**config.mk**
```make
export PLATFORM = sky130hd
export DESIGN_NAME = gpr_operand_collect
export DESIGN_NICKNAME = d
export VERILOG_FILES = /design/src/rtl/gpr_pkg.sv /design/src/rtl/gpr_operand_collect.sv
export SDC_FILE = /design/constraint.sdc
export NUM_CORES = 1
export LEC_CHECK = 0
export BUFFER_PORTS_ARGS = -buffer_cell sky130_fd_sc_hd__buf_2
export CORE_AREA = 2 2 424 426
export DETAILED_ROUTE_END_ITERATION = 6
export DIE_AREA = 0 0 426 428
export SETUP_SLACK_MARGIN = 0.1
export SYNTH_ARGS = -nofsm -noshare
export SYNTH_HDL_FRONTEND = slang
export SYNTH_SLANG_ARGS = --single-unit
```
**constraint.sdc**
```tcl
create_clock -name clk_i -period 4.78 [get_ports clk_i]
set_input_delay 0.717 -clock clk_i [delete_from_list [all_inputs] [get_ports clk_i]]
set_output_delay 0.717 -clock clk_i [all_outputs]
set_load 0.03 [all_outputs]
```
**src/rtl/gpr_pkg.sv**
```systemverilog
`default_nettype none

package gpr_pkg;

    //////////////////////////////////////////////////////////////////////
    // Core organization
    //////////////////////////////////////////////////////////////////////

    // Thread lanes per warp
    localparam int unsigned NUM_THREADS = 4;

    localparam int unsigned NUM_WARPS = 4;

    // Architectural registers per warp
    localparam int unsigned NUM_REGS = 32;

    localparam int unsigned XLEN = 32;

    //////////////////////////////////////////////////////////////////////
    // Derived widths
    //////////////////////////////////////////////////////////////////////

    localparam int unsigned WID_W = $clog2(NUM_WARPS);
    localparam int unsigned REG_W = $clog2(NUM_REGS);

    // One bank entry per warp and register
    localparam int unsigned RAM_DEPTH = NUM_WARPS * NUM_REGS;

    // Warp id on top, register index below
    localparam int unsigned RAM_AW = $clog2(RAM_DEPTH);

    // Flat bus, lane i at bits i*XLEN upward
    localparam int unsigned LANES_W = NUM_THREADS * XLEN;

endpackage

`default_nettype wire
```
**src/rtl/gpr_operand_collect.sv**
```systemverilog
`timescale 1ns/1ps
`default_nettype none

module gpr_operand_collect (
    input  wire logic                              clk_i,
    input  wire logic                              rst_n_i,

    // Writeback channel
    input  wire logic                              wb_valid_i,
    input  wire logic [gpr_pkg::WID_W-1:0]         wb_wid_i,
    input  wire logic [gpr_pkg::REG_W-1:0]         wb_rd_i,
    input  wire logic [gpr_pkg::NUM_THREADS-1:0]   wb_tmask_i,
    input  wire logic [gpr_pkg::LANES_W-1:0]       wb_data_i,
    output logic                                   wb_ready_o,

    // Request channel
    input  wire logic                              req_valid_i,
    input  wire logic [gpr_pkg::WID_W-1:0]         req_wid_i,
    input  wire logic [gpr_pkg::REG_W-1:0]         req_rs1_i,
    input  wire logic [gpr_pkg::REG_W-1:0]         req_rs2_i,
    input  wire logic [gpr_pkg::REG_W-1:0]         req_rs3_i,
    output logic                                   req_ready_o,

    // Response channel
    output logic                                   rsp_valid_o,
    output logic      [gpr_pkg::LANES_W-1:0]       rsp_rs1_data_o,
    output logic      [gpr_pkg::LANES_W-1:0]       rsp_rs2_data_o,
    output logic      [gpr_pkg::LANES_W-1:0]       rsp_rs3_data_o,
    input  wire logic                              rsp_ready_i,

    // Bank side
    output logic      [gpr_pkg::NUM_THREADS-1:0]   wr_en_o,
    output logic      [gpr_pkg::RAM_AW-1:0]        wr_addr_o,
    output logic      [gpr_pkg::LANES_W-1:0]       wr_data_o,
    output logic                                   rd_en_o,
    output logic      [gpr_pkg::RAM_AW-1:0]        rd_addr1_o,
    output logic      [gpr_pkg::RAM_AW-1:0]        rd_addr2_o,
    output logic      [gpr_pkg::RAM_AW-1:0]        rd_addr3_o,
    input  wire logic [gpr_pkg::LANES_W-1:0]       rs1_q_i,
    input  wire logic [gpr_pkg::LANES_W-1:0]       rs2_q_i,
    input  wire logic [gpr_pkg::LANES_W-1:0]       rs3_q_i
);

    //////////////////////////////////////////////////////////////////////
    // Write side
    //////////////////////////////////////////////////////////////////////

    logic wr_valid;

    // r0 is hardwired, drop any write to it
    assign wr_valid = wb_valid_i && (wb_rd_i != '0);

    assign wr_en_o    = wr_valid ? wb_tmask_i : '0;
    assign wr_addr_o  = {wb_wid_i, wb_rd_i};
    assign wr_data_o  = wb_data_i;
    assign wb_ready_o = 1'b1;

    //////////////////////////////////////////////////////////////////////
    // Read issue
    //////////////////////////////////////////////////////////////////////

    logic req_accept;

    assign req_ready_o = !rsp_valid_o || rsp_ready_i;
    assign req_accept  = req_valid_i && req_ready_o;

    assign rd_en_o    = req_accept;
    assign rd_addr1_o = {req_wid_i, req_rs1_i};
    assign rd_addr2_o = {req_wid_i, req_rs2_i};
    assign rd_addr3_o = {req_wid_i, req_rs3_i};

    // Same-edge write hits on each operand
    logic fwd1_hit;
    logic fwd2_hit;
    logic fwd3_hit;

    assign fwd1_hit = wr_valid && (wb_wid_i == req_wid_i) && (wb_rd_i == req_rs1_i);
    assign fwd2_hit = wr_valid && (wb_wid_i == req_wid_i) && (wb_rd_i == req_rs2_i);
    assign fwd3_hit = wr_valid && (wb_wid_i == req_wid_i) && (wb_rd_i == req_rs3_i);

    logic                            rsp_valid_q;
    logic                            zero1_q;
    logic                            zero2_q;
    logic                            zero3_q;
    logic                            fwd1_q;
    logic                            fwd2_q;
    logic                            fwd3_q;
    logic [gpr_pkg::NUM_THREADS-1:0] fwd_mask_q;
    logic [gpr_pkg::LANES_W-1:0]     fwd_data_q;

    always_ff @(posedge clk_i or negedge rst_n_i) begin
        if (!rst_n_i) begin
            rsp_valid_q <= 1'b0;
            zero1_q     <= 1'b0;
            zero2_q     <= 1'b0;
            zero3_q     <= 1'b0;
            fwd1_q      <= 1'b0;
            fwd2_q      <= 1'b0;
            fwd3_q      <= 1'b0;
        end else if (req_accept) begin
            rsp_valid_q <= 1'b1;
            zero1_q     <= (req_rs1_i == '0);
            zero2_q     <= (req_rs2_i == '0);
            zero3_q     <= (req_rs3_i == '0);
            fwd1_q      <= fwd1_hit;
            fwd2_q      <= fwd2_hit;
            fwd3_q      <= fwd3_hit;
        end else if (rsp_ready_i) begin
            rsp_valid_q <= 1'b0;
        end
    end

    // Write payload, shared by the three operands
    always_ff @(posedge clk_i) begin
        if (req_accept) begin
            fwd_mask_q <= wb_tmask_i;
            fwd_data_q <= wb_data_i;
        end
    end

    //////////////////////////////////////////////////////////////////////
    // Output merge
    //////////////////////////////////////////////////////////////////////

    // Everything feeding this is frozen until the next accept
    function automatic logic [gpr_pkg::LANES_W-1:0] merge_lanes(
        input logic                            zero,
        input logic                            fwd,
        input logic [gpr_pkg::NUM_THREADS-1:0] mask,
        input logic [gpr_pkg::LANES_W-1:0]     fwd_data,
        input logic [gpr_pkg::LANES_W-1:0]     bank_q
    );
        logic [gpr_pkg::LANES_W-1:0] res;
        res = bank_q;
        for (int i = 0; i < gpr_pkg::NUM_THREADS; i++) begin
            if (fwd && mask[i]) begin
                res[i*gpr_pkg::XLEN +: gpr_pkg::XLEN] =
                    fwd_data[i*gpr_pkg::XLEN +: gpr_pkg::XLEN];
            end
        end
        if (zero) begin
            res = '0;
        end
        return res;
    endfunction

    assign rsp_valid_o    = rsp_valid_q;
    assign rsp_rs1_data_o = merge_lanes(zero1_q, fwd1_q, fwd_mask_q, fwd_data_q, rs1_q_i);
    assign rsp_rs2_data_o = merge_lanes(zero2_q, fwd2_q, fwd_mask_q, fwd_data_q, rs2_q_i);
    assign rsp_rs3_data_o = merge_lanes(zero3_q, fwd3_q, fwd_mask_q, fwd_data_q, rs3_q_i);

    //////////////////////////////////////////////////////////////////////
    // Checks
    //////////////////////////////////////////////////////////////////////

    // Stalled response holds, bank outputs included
    a_rsp_hold: assert property (
        @(posedge clk_i) disable iff (!rst_n_i)
        (rsp_valid_o && !rsp_ready_i) |=>
            (rsp_valid_o && $stable(rsp_rs1_data_o) &&
             $stable(rsp_rs2_data_o) && $stable(rsp_rs3_data_o))
    );

endmodule

`default_nettype wire

```
# --- Word-level counts from Yosys, hierarchy flattened ---
# Index checks and enable logic that the tools add are counted.
op_classes:
  reduce_logical: 25
  mux: 18
  n_eq_ne: 4
ops:
  columns: ["cell", "n"]
  rows:
  - ["$mux W128", 3]
  - ["$mux W32", 12]
  - ["$logic_and A1 B1 Y1", 18]
  - ["$eq A5 B5 Y1", 3]
  - ["$logic_not A5 Y1", 3]
  - ["$reduce_bool A5 Y1", 1]
  - ["$mux W4", 1]
  - ["$eq A2 B2 Y1", 1]
  - ["$mux W1", 2]
  - ["$reduce_bool A2 Y1", 1]
  - ["$logic_not A1 Y1", 1]
  - ["$logic_or A1 B1 Y1", 1]
word_totals:
  input_bits: 545
  out_inout_bits: 548
  reg_bits: 139
  word_cells: 56

# --- Depth between registers and ports, before layout ---
# Gate-level depths: netlist of run 1.
logic_depth:
  depth_word: 4
  mapped_depth: 6
  depth_no_buf: 4

# --- Worst setup path before layout of run 1 ---
# No wires, ideal clock.
synth_timing:
  path_kind: "input to output"
  startpoint: "input rsp_ready_i"
  endpoint: "output rd_en_o"
  slack_ps: -72
  path_buffers: 1
  t_arrival_ps: 4135
  cell_stages: 4
  required_ps: 4063
  path_cell_list: "nand2b_1 > nand2_1 > clkbuf_1 > inv_1"
synth_via:
  elab_chain_len: 2
synth_lines:
  columns: ["element", "line_no", "rtl"]
  rows:
  - ["start, declared", "gpr_operand_collect.sv:29", "input wire logic rsp_ready_i,"]
  - ["$logic_or A1 B1 Y1", "gpr_operand_collect.sv:64", "assign req_ready_o = !rsp_valid_o || rsp_ready_i;"]
  - ["$logic_and A1 B1 Y1", "gpr_operand_collect.sv:65", "assign req_accept = req_valid_i && req_ready_o;"]
  - ["end, declared", "gpr_operand_collect.sv:35", "output logic rd_en_o,"]
# Every way passes these cells.

# --- Worst setup path in the final report of run 1 ---
layout_timing:
  startpoint: "register fwd3_q"
  endpoint: "output rsp_rs3_data_o[64] (netlist bit)"
layout_via:
  elab_chain_len: 3
layout_lines:
  columns: ["element", "line_no", "rtl"]
  rows:
  - ["start, declared", "gpr_operand_collect.sv:87", "logic fwd3_q;"]
  - ["start signal, assigned", "gpr_operand_collect.sv:107", "fwd3_q <= fwd3_hit;"]
  - ["$logic_and A1 B1 Y1", "gpr_operand_collect.sv:136", "if (fwd && mask[i]) begin"]
  - ["$mux W32", "gpr_operand_collect.sv:136", null]
  - ["$mux W128", "gpr_operand_collect.sv:141", "if (zero) begin"]
  - ["end, declared", "gpr_operand_collect.sv:28", "output logic [gpr_pkg::LANES_W-1:0] rsp_rs3_data_o,"]
# Every way passes these cells.

==> reports/qor.txt, run 1 <==
WS Path Type = reg -> out
Max-cap violations = 0
Synthesized area = 11130 µm²
Hold Path Class = in -> async
CP endpoint = rsp_rs3_data_o[64]
Syn_nets = 2201
Fmax = 0.2743 GHz
Most frequent cells in the layout = buf_2, nand2_1, a21oi_1, edfxtp_1, clkbuf_16
CP Max Fanout = 32
Sink Count = 139
Commonest non-fill, non-tap cell in the layout = buf_2
Ports = 1093
CTS Buffer Depth = 2
Routed Antenna Nets = 0
Critical path required time = 4.06 ns
Netlist cell types = 21
Die width = 426 µm
P per Cell Area = 257.3 nW/µm²
Resize count post-CTS = 0
Largest register FFs = 128
Yosys top cell by area = edfxtp_1
Most flops, register = fwd_data_q
DP Area = 18020 µm²
Row count = 155
Synth warnings = 0
Critical Path Start = fwd3_q$_DFFE_PN0P_
Via/cell ratio = 3.561
Largest net degree at the start of global routing = 95
Final core utilization = 0.1056
Layout Nets = 3037
Pwr Total = 4.824 mW
R2R Setup Slk = 1.70 ns
Status = complete, no violations
1st-iter DRT viols = 2225
Starting Density = 0.06263
Initial antenna violation count = 183
Crit path time final = 3.646 ns
Worst slew margin = 0.1658
Met2 Wirelength = 74.68 mm
Reg-to-Reg End = fwd_data_q[69]$_DFFE_PP_
Drt first pass iters = 6
Die Span Y = 428 µm
First-pass GRT wire length = 197.8 mm
Wire per inst = 33.39 µm
Root Buffer = clkbuf_16
Finish-stage setup viols = 0
Startpoint types = flip-flop
Slew Limit Fails = 0
Hold buffers post-CTS = 0
Area growth, synth to finish = 68.53%
Synth area leaders = edfxtp_1, nand2_1, a21oi_1, buf_4, clkbuf_1
Top Layer Used = met5
Die area = 182300 µm²
Clk Latency, worst-skew pair = 0.56 ns
Clock transition at path regs = 0.11 ns
Crit. End Element = output port
Final-report hold violation count = 0
Max rail drop VDD = 0.3287 mV
Arrival @ worst endpoint = 2.93 ns
Avg Inst Size Synth = 6.718 µm²
Largest regs = fwd_data_q (128), fwd_mask_q (4)
Worst flop-to-flop path startpoint = rsp_valid_o$_DFFE_PN0P_
Routed length on met3 = 23.31 mm
Num CTS Buffers = 17
CTS tree = done
Clk_skew = 0.03072 ns
Tot GR Track Use = 0.1731
Dpl hpwl = 144.2 mm
H-tree depth = 4
Worst reg2reg path depth = 6
Number of global-route vias before repair = 15490
DRC = 0
Gpl congestion = 1.129
Setup Buffers After CTS = 0
Final Cycle Share = 0.7628
Synth Instances = 1656
Design Area, Final = 18750 µm²
GRT overflow = 0
Post-Route M1 WL = 60.21 mm
Fin Setup TNS = 0 ns
Layout fillers = 20940
Final setup margin = 1.134 ns
Synth top area share = 0.3563
Routed wire length = 164.7 mm
Tightest Pin Transition = 1.247 ns
Core Box Area = 177600 µm²
P_leak = 8.433 nW
FF+latch count, synth = 139
Vias = 17560
# port buffers = 1091
RSZ-0062 raised after global routing = no
Sequential share of the synthesized area = 0.3720
Pre-CTS setup slack = 1.122 ns
Share of cells above drive strength 1 = 0.4631
[power breakdown]
| part | total, mW | leakage [nW] | switching [mW] | internal (mW) |
|---|---|---|---|---|
| clock | 1.51 | 0.262 | 0.787 | 0.721 |
| combinational | 1.81 | 6.82 | 1.35 | 0.463 |
| sequential | 1.50 | 1.35 | 0.0865 | 1.42 |
[critical path, stage by stage, from the launching register on]
cell and delay, ns:
dfrtp_1 0.52, nand2_2 0.93, nand2_1 0.42, a21oi_1 0.23, buf_2 0.23
[how the worst min path moves through the flow]
stage	endpoint	slack [ns]	cells after the start
2_1_floorplan	fwd1_q$_DFFE_PN0P_	0.42	0
3_3_place_gp	fwd2_q$_DFFE_PN0P_	0.67	2
3_5_place_dp	rsp_valid_o$_DFFE_PN0P_	0.70	1
4_1_cts	fwd3_q$_DFFE_PN0P_	0.07	1
5_1_grt	fwd1_q$_DFFE_PN0P_	0.09	1
6_report	fwd3_q$_DFFE_PN0P_	0.09	1
[final cells by class]
class / count / area, µm² / area share
diodes: 72 / 180.2 / 0.009609
clock buffers: 20 / 436.7 / 0.02329
clock inverters: 12 / 111.4 / 0.005939
inverters: 5 / 22.52 / 0.001201
multi-input cells: 1225 / 5295 / 0.2824
flip-flops and latches: 139 / 4150 / 0.2213
well taps: 2355 / 2947 / 0.1571
repair buffers: 1104 / 5608 / 0.2991
[synthesized netlist by cell type, drive strengths merged]
| master | number |
|---|---|
| nand2 | 787 |
| a21oi | 384 |
| buf | 193 |
| edfxtp | 132 |
| clkbuf | 94 |
| and2 | 12 |
| xor2 | 11 |
| dfrtp | 7 |
| o31ai | 6 |
| xnor2 | 6 |
| inv | 5 |
| nor2 | 4 |
| or4 | 4 |
| nand3 | 3 |
| nor3 | 3 |
| nand2b | 2 |
| conb | 1 |
| o21ai | 1 |
| or3 | 1 |
[kinds of logic (layout without fill, tap and decap cells)]
kind of cell              Yosys count  in the layout  share of synthesized area
and+or+nand+nor                   816            816                     0.2812
AOI/OAI and AO/OA                 391            391                     0.1776
other                               1             73                  0.0003371
buffers and inverters             292           1141                     0.1555
xor gates and xnor gates           17             17                    0.01338
DFF                               139            139                     0.3720
[through the flow]
step / hold slack [ns] / cells
floorplan: 0.4214 / 1656
finish: 0.09029 / 4932
global placement: 0.6735 / 4828
global route: 0.08745 / 4894
CTS: 0.07442 / 4860
detailed placement: 0.7013 / 4828
[layer usage]
metal	up-vias	track usage
met2	1636	0.2741
li1	7005	-
met5	-	0.008201
met4	54	0.05515
met3	401	0.1011
met1	8466	0.1925
(Power assumes the default switching activity.)
==> inputs of run 2 (changes only) <==
clock period = 3.55 ns   (was 4.78 ns; I/O delays follow)
==> run 2 against run 1 <==
Effect of this change: the flow now finishes with violations (DRC); die area stayed put; non-clock buffer count is 42 higher; utilization is 0.17 points higher; combinational power is 38% higher; register-to-register slack worse by 0.39 ns; routed wire length is 2.0% higher; critical path type unchanged.
==> reports/qor.txt, run 2 (same netlist as run 1, synthesis figures left out) <==
Status = finished with violations
Failing checks = DRC
Layout fillers = 20870
Pre-CTS setup slack = 0.6203 ns
Area growth, synth to finish = 71.28%
Most frequent cells in the layout = buf_2, nand2_1, a21oi_1, edfxtp_1, buf_4
FF+latch area = 4151 µm²
Crit. End Element = output port
P per Cell Area = 339.5 nW/µm²
Row count = 155
RSZ-0062 raised after global routing = no
Largest net degree at the start of global routing = 99
1st-iter DRT viols = 2495
Largest regs = fwd_data_q (128), fwd_mask_q (4)
Final core utilization = 0.1073
Wire per inst = 33.98 µm
Final Cycle Share = 0.9172
Min Hold Slack = 0.1715 ns
First-pass GRT wire length = 199.6 mm
Clk_skew = 0.03605 ns
Finish-stage setup viols = 0
Die area = 182300 µm²
Design Area, Final = 19060 µm²
R2R Setup Slk = 1.31 ns
Tightest Pin Transition = 1.302 ns
H-tree depth = 4
Ports = 1093
Sink Count = 139
# port buffers = 1091
Crit path time final = 3.256 ns
Vias = 17440
Combinational Power Share = 0.386
CTS tree = done
Number of global-route vias before repair = 15360
Gpl congestion = 1.067
Net Sw Power = 3.012 mW
P_leak = 8.666 nW
Internal power = 3.458 mW
WS Path Type = reg -> out
Clock power frac = 0.302
Critical path required time = 3.02 ns
Drt first pass iters = 7
Core Box Area = 177600 µm²
CP Max Fanout = 19
Fmax = 0.3071 GHz
Initial antenna violation count = 184
Reg-to-Reg End = fwd_data_q[64]$_DFFE_PP_
Max-cap violations = 0
Share of cells above drive strength 1 = 0.4731
Clk Latency, worst-skew pair = 0.55 ns
Via/cell ratio = 3.527
Hold Path Depth = 1
Final setup margin = 0.2941 ns
Routed wire length = 168.0 mm
Layout Nets = 3079
Hold Path Class = in -> reg
Worst reg2reg path depth = 4
Largest register FFs = 128
DP Area = 18380 µm²
CTS Buffer Depth = 2
Routed Antenna Nets = 0
Dpl hpwl = 149.5 mm
Commonest non-fill, non-tap cell in the layout = buf_2
Die Span Y = 428 µm
Arrival @ worst endpoint = 2.72 ns
Hold Path End = fwd_data_q[86]$_DFFE_PP_
Num CTS Buffers = 17
Net Sw Frac = 0.4656
Startpoint types = flip-flop
Die width = 426 µm
Hold wc startpoint = wb_data_i[86]
Clock transition at path regs = 0.09 ns
DRC = 6
Fin Setup TNS = 0 ns
Most flops, register = fwd_data_q
Tot GR Track Use = 0.1771
Worst flop-to-flop path startpoint = rsp_valid_o$_DFFE_PN0P_
Final-report hold violation count = 0
Root Buffer = clkbuf_16
Multi-input gate area = 5308 µm²
GRT overflow = 0
Starting Density = 0.06263
Max rail drop VDD = 0.3150 mV
Slew Limit Fails = 0
Worst slew margin = 0.1323
Sequential Power Share = 0.313
-- run 2: cell types whose count changed in the layout (fill, tap and decap cells not counted), moves of 2 or more --
cell,delta
buf_12,+3
clkinv_2,-3
buf_4,+38
clkinv_4,+4
diode_2,-30
clkbuf_1,-2
-- run 2: power by group through the flow --
| stage | sequential (mW) | clock, mW | combinational (mW) |
|---|---|---|---|
| after floorplan | 1.99 | 0 | 1.29 |
| after global placement | 2.05 | 0 | 2.47 |
| after detailed placement | 2.05 | 0 | 2.48 |
| after CTS | 2.02 | 2.09 | 2.49 |
| after global routing | 2.03 | 2.12 | 2.59 |
| final | 2.02 | 1.95 | 2.50 |
-- run 2: timing repair --
| item | CTS | global route |
|---|---|---|
| pin swaps | 0 | 0 |
| buffers inserted | 0 | 0 |
| endpoints found under the hold margin | 7 | 0 |
| resized for setup | 1 | 1 |
| endpoints found under the setup margin | 1 | 5 |
| hold buffers | 1 | 0 |
-- run 2: stage by stage --
stage	cells	total power, mW
2_1_floorplan	1656	3.284
3_3_place_gp	4869	4.522
3_5_place_dp	4869	4.532
4_1_cts	4902	6.593
5_1_grt	4918	6.746
6_report	4944	6.470
-- run 2: critical path, cell delays in order (launching register included) --
cell     delay [ns]
dfrtp_1        0.60
and2_2         0.62
nand2_1        0.22
a21oi_1        0.33
buf_2          0.36
-- run 2: how the worst max path moves through the flow --
stage	from	to	slack, ns	depth (start not counted)
floorplan	rsp_ready_i	fwd_data_q[0]$_DFFE_PP_	0.11	4
global placement	wb_rd_i[1]	wr_en_o[2]	0.61	5
detailed placement	wb_rd_i[1]	wr_en_o[2]	0.62	5
CTS	fwd1_q$_DFFE_PN0P_	rsp_rs1_data_o[62]	0.13	5
global route	fwd3_q$_DFFE_PN0P_	rsp_rs3_data_o[67]	0.10	5
finish	fwd2_q$_DFFE_PN0P_	rsp_rs2_data_o[29]	0.29	4
-- run 2: final cells by class --
| cell class | instances | area share |
|---|---|---|
| multi-input cells | 1225 | 0.2785 |
| well taps | 2355 | 0.1546 |
| clock buffers | 18 | 0.02252 |
| clock inverters | 14 | 0.006829 |
| repair buffers | 1146 | 0.3129 |
| diodes | 42 | 0.005515 |
| inverters | 5 | 0.001182 |
| flip-flops and latches | 139 | 0.2179 |
-- run 2: routing by layer --
metal	global-route usage	up-vias	part of all wire
met5	0.01217	-	0.0053
met4	0.04912	64	0.036
met3	0.1036	451	0.14
met2	0.2867	1577	0.46
met1	0.1939	8276	0.36
li1	-	7071	-
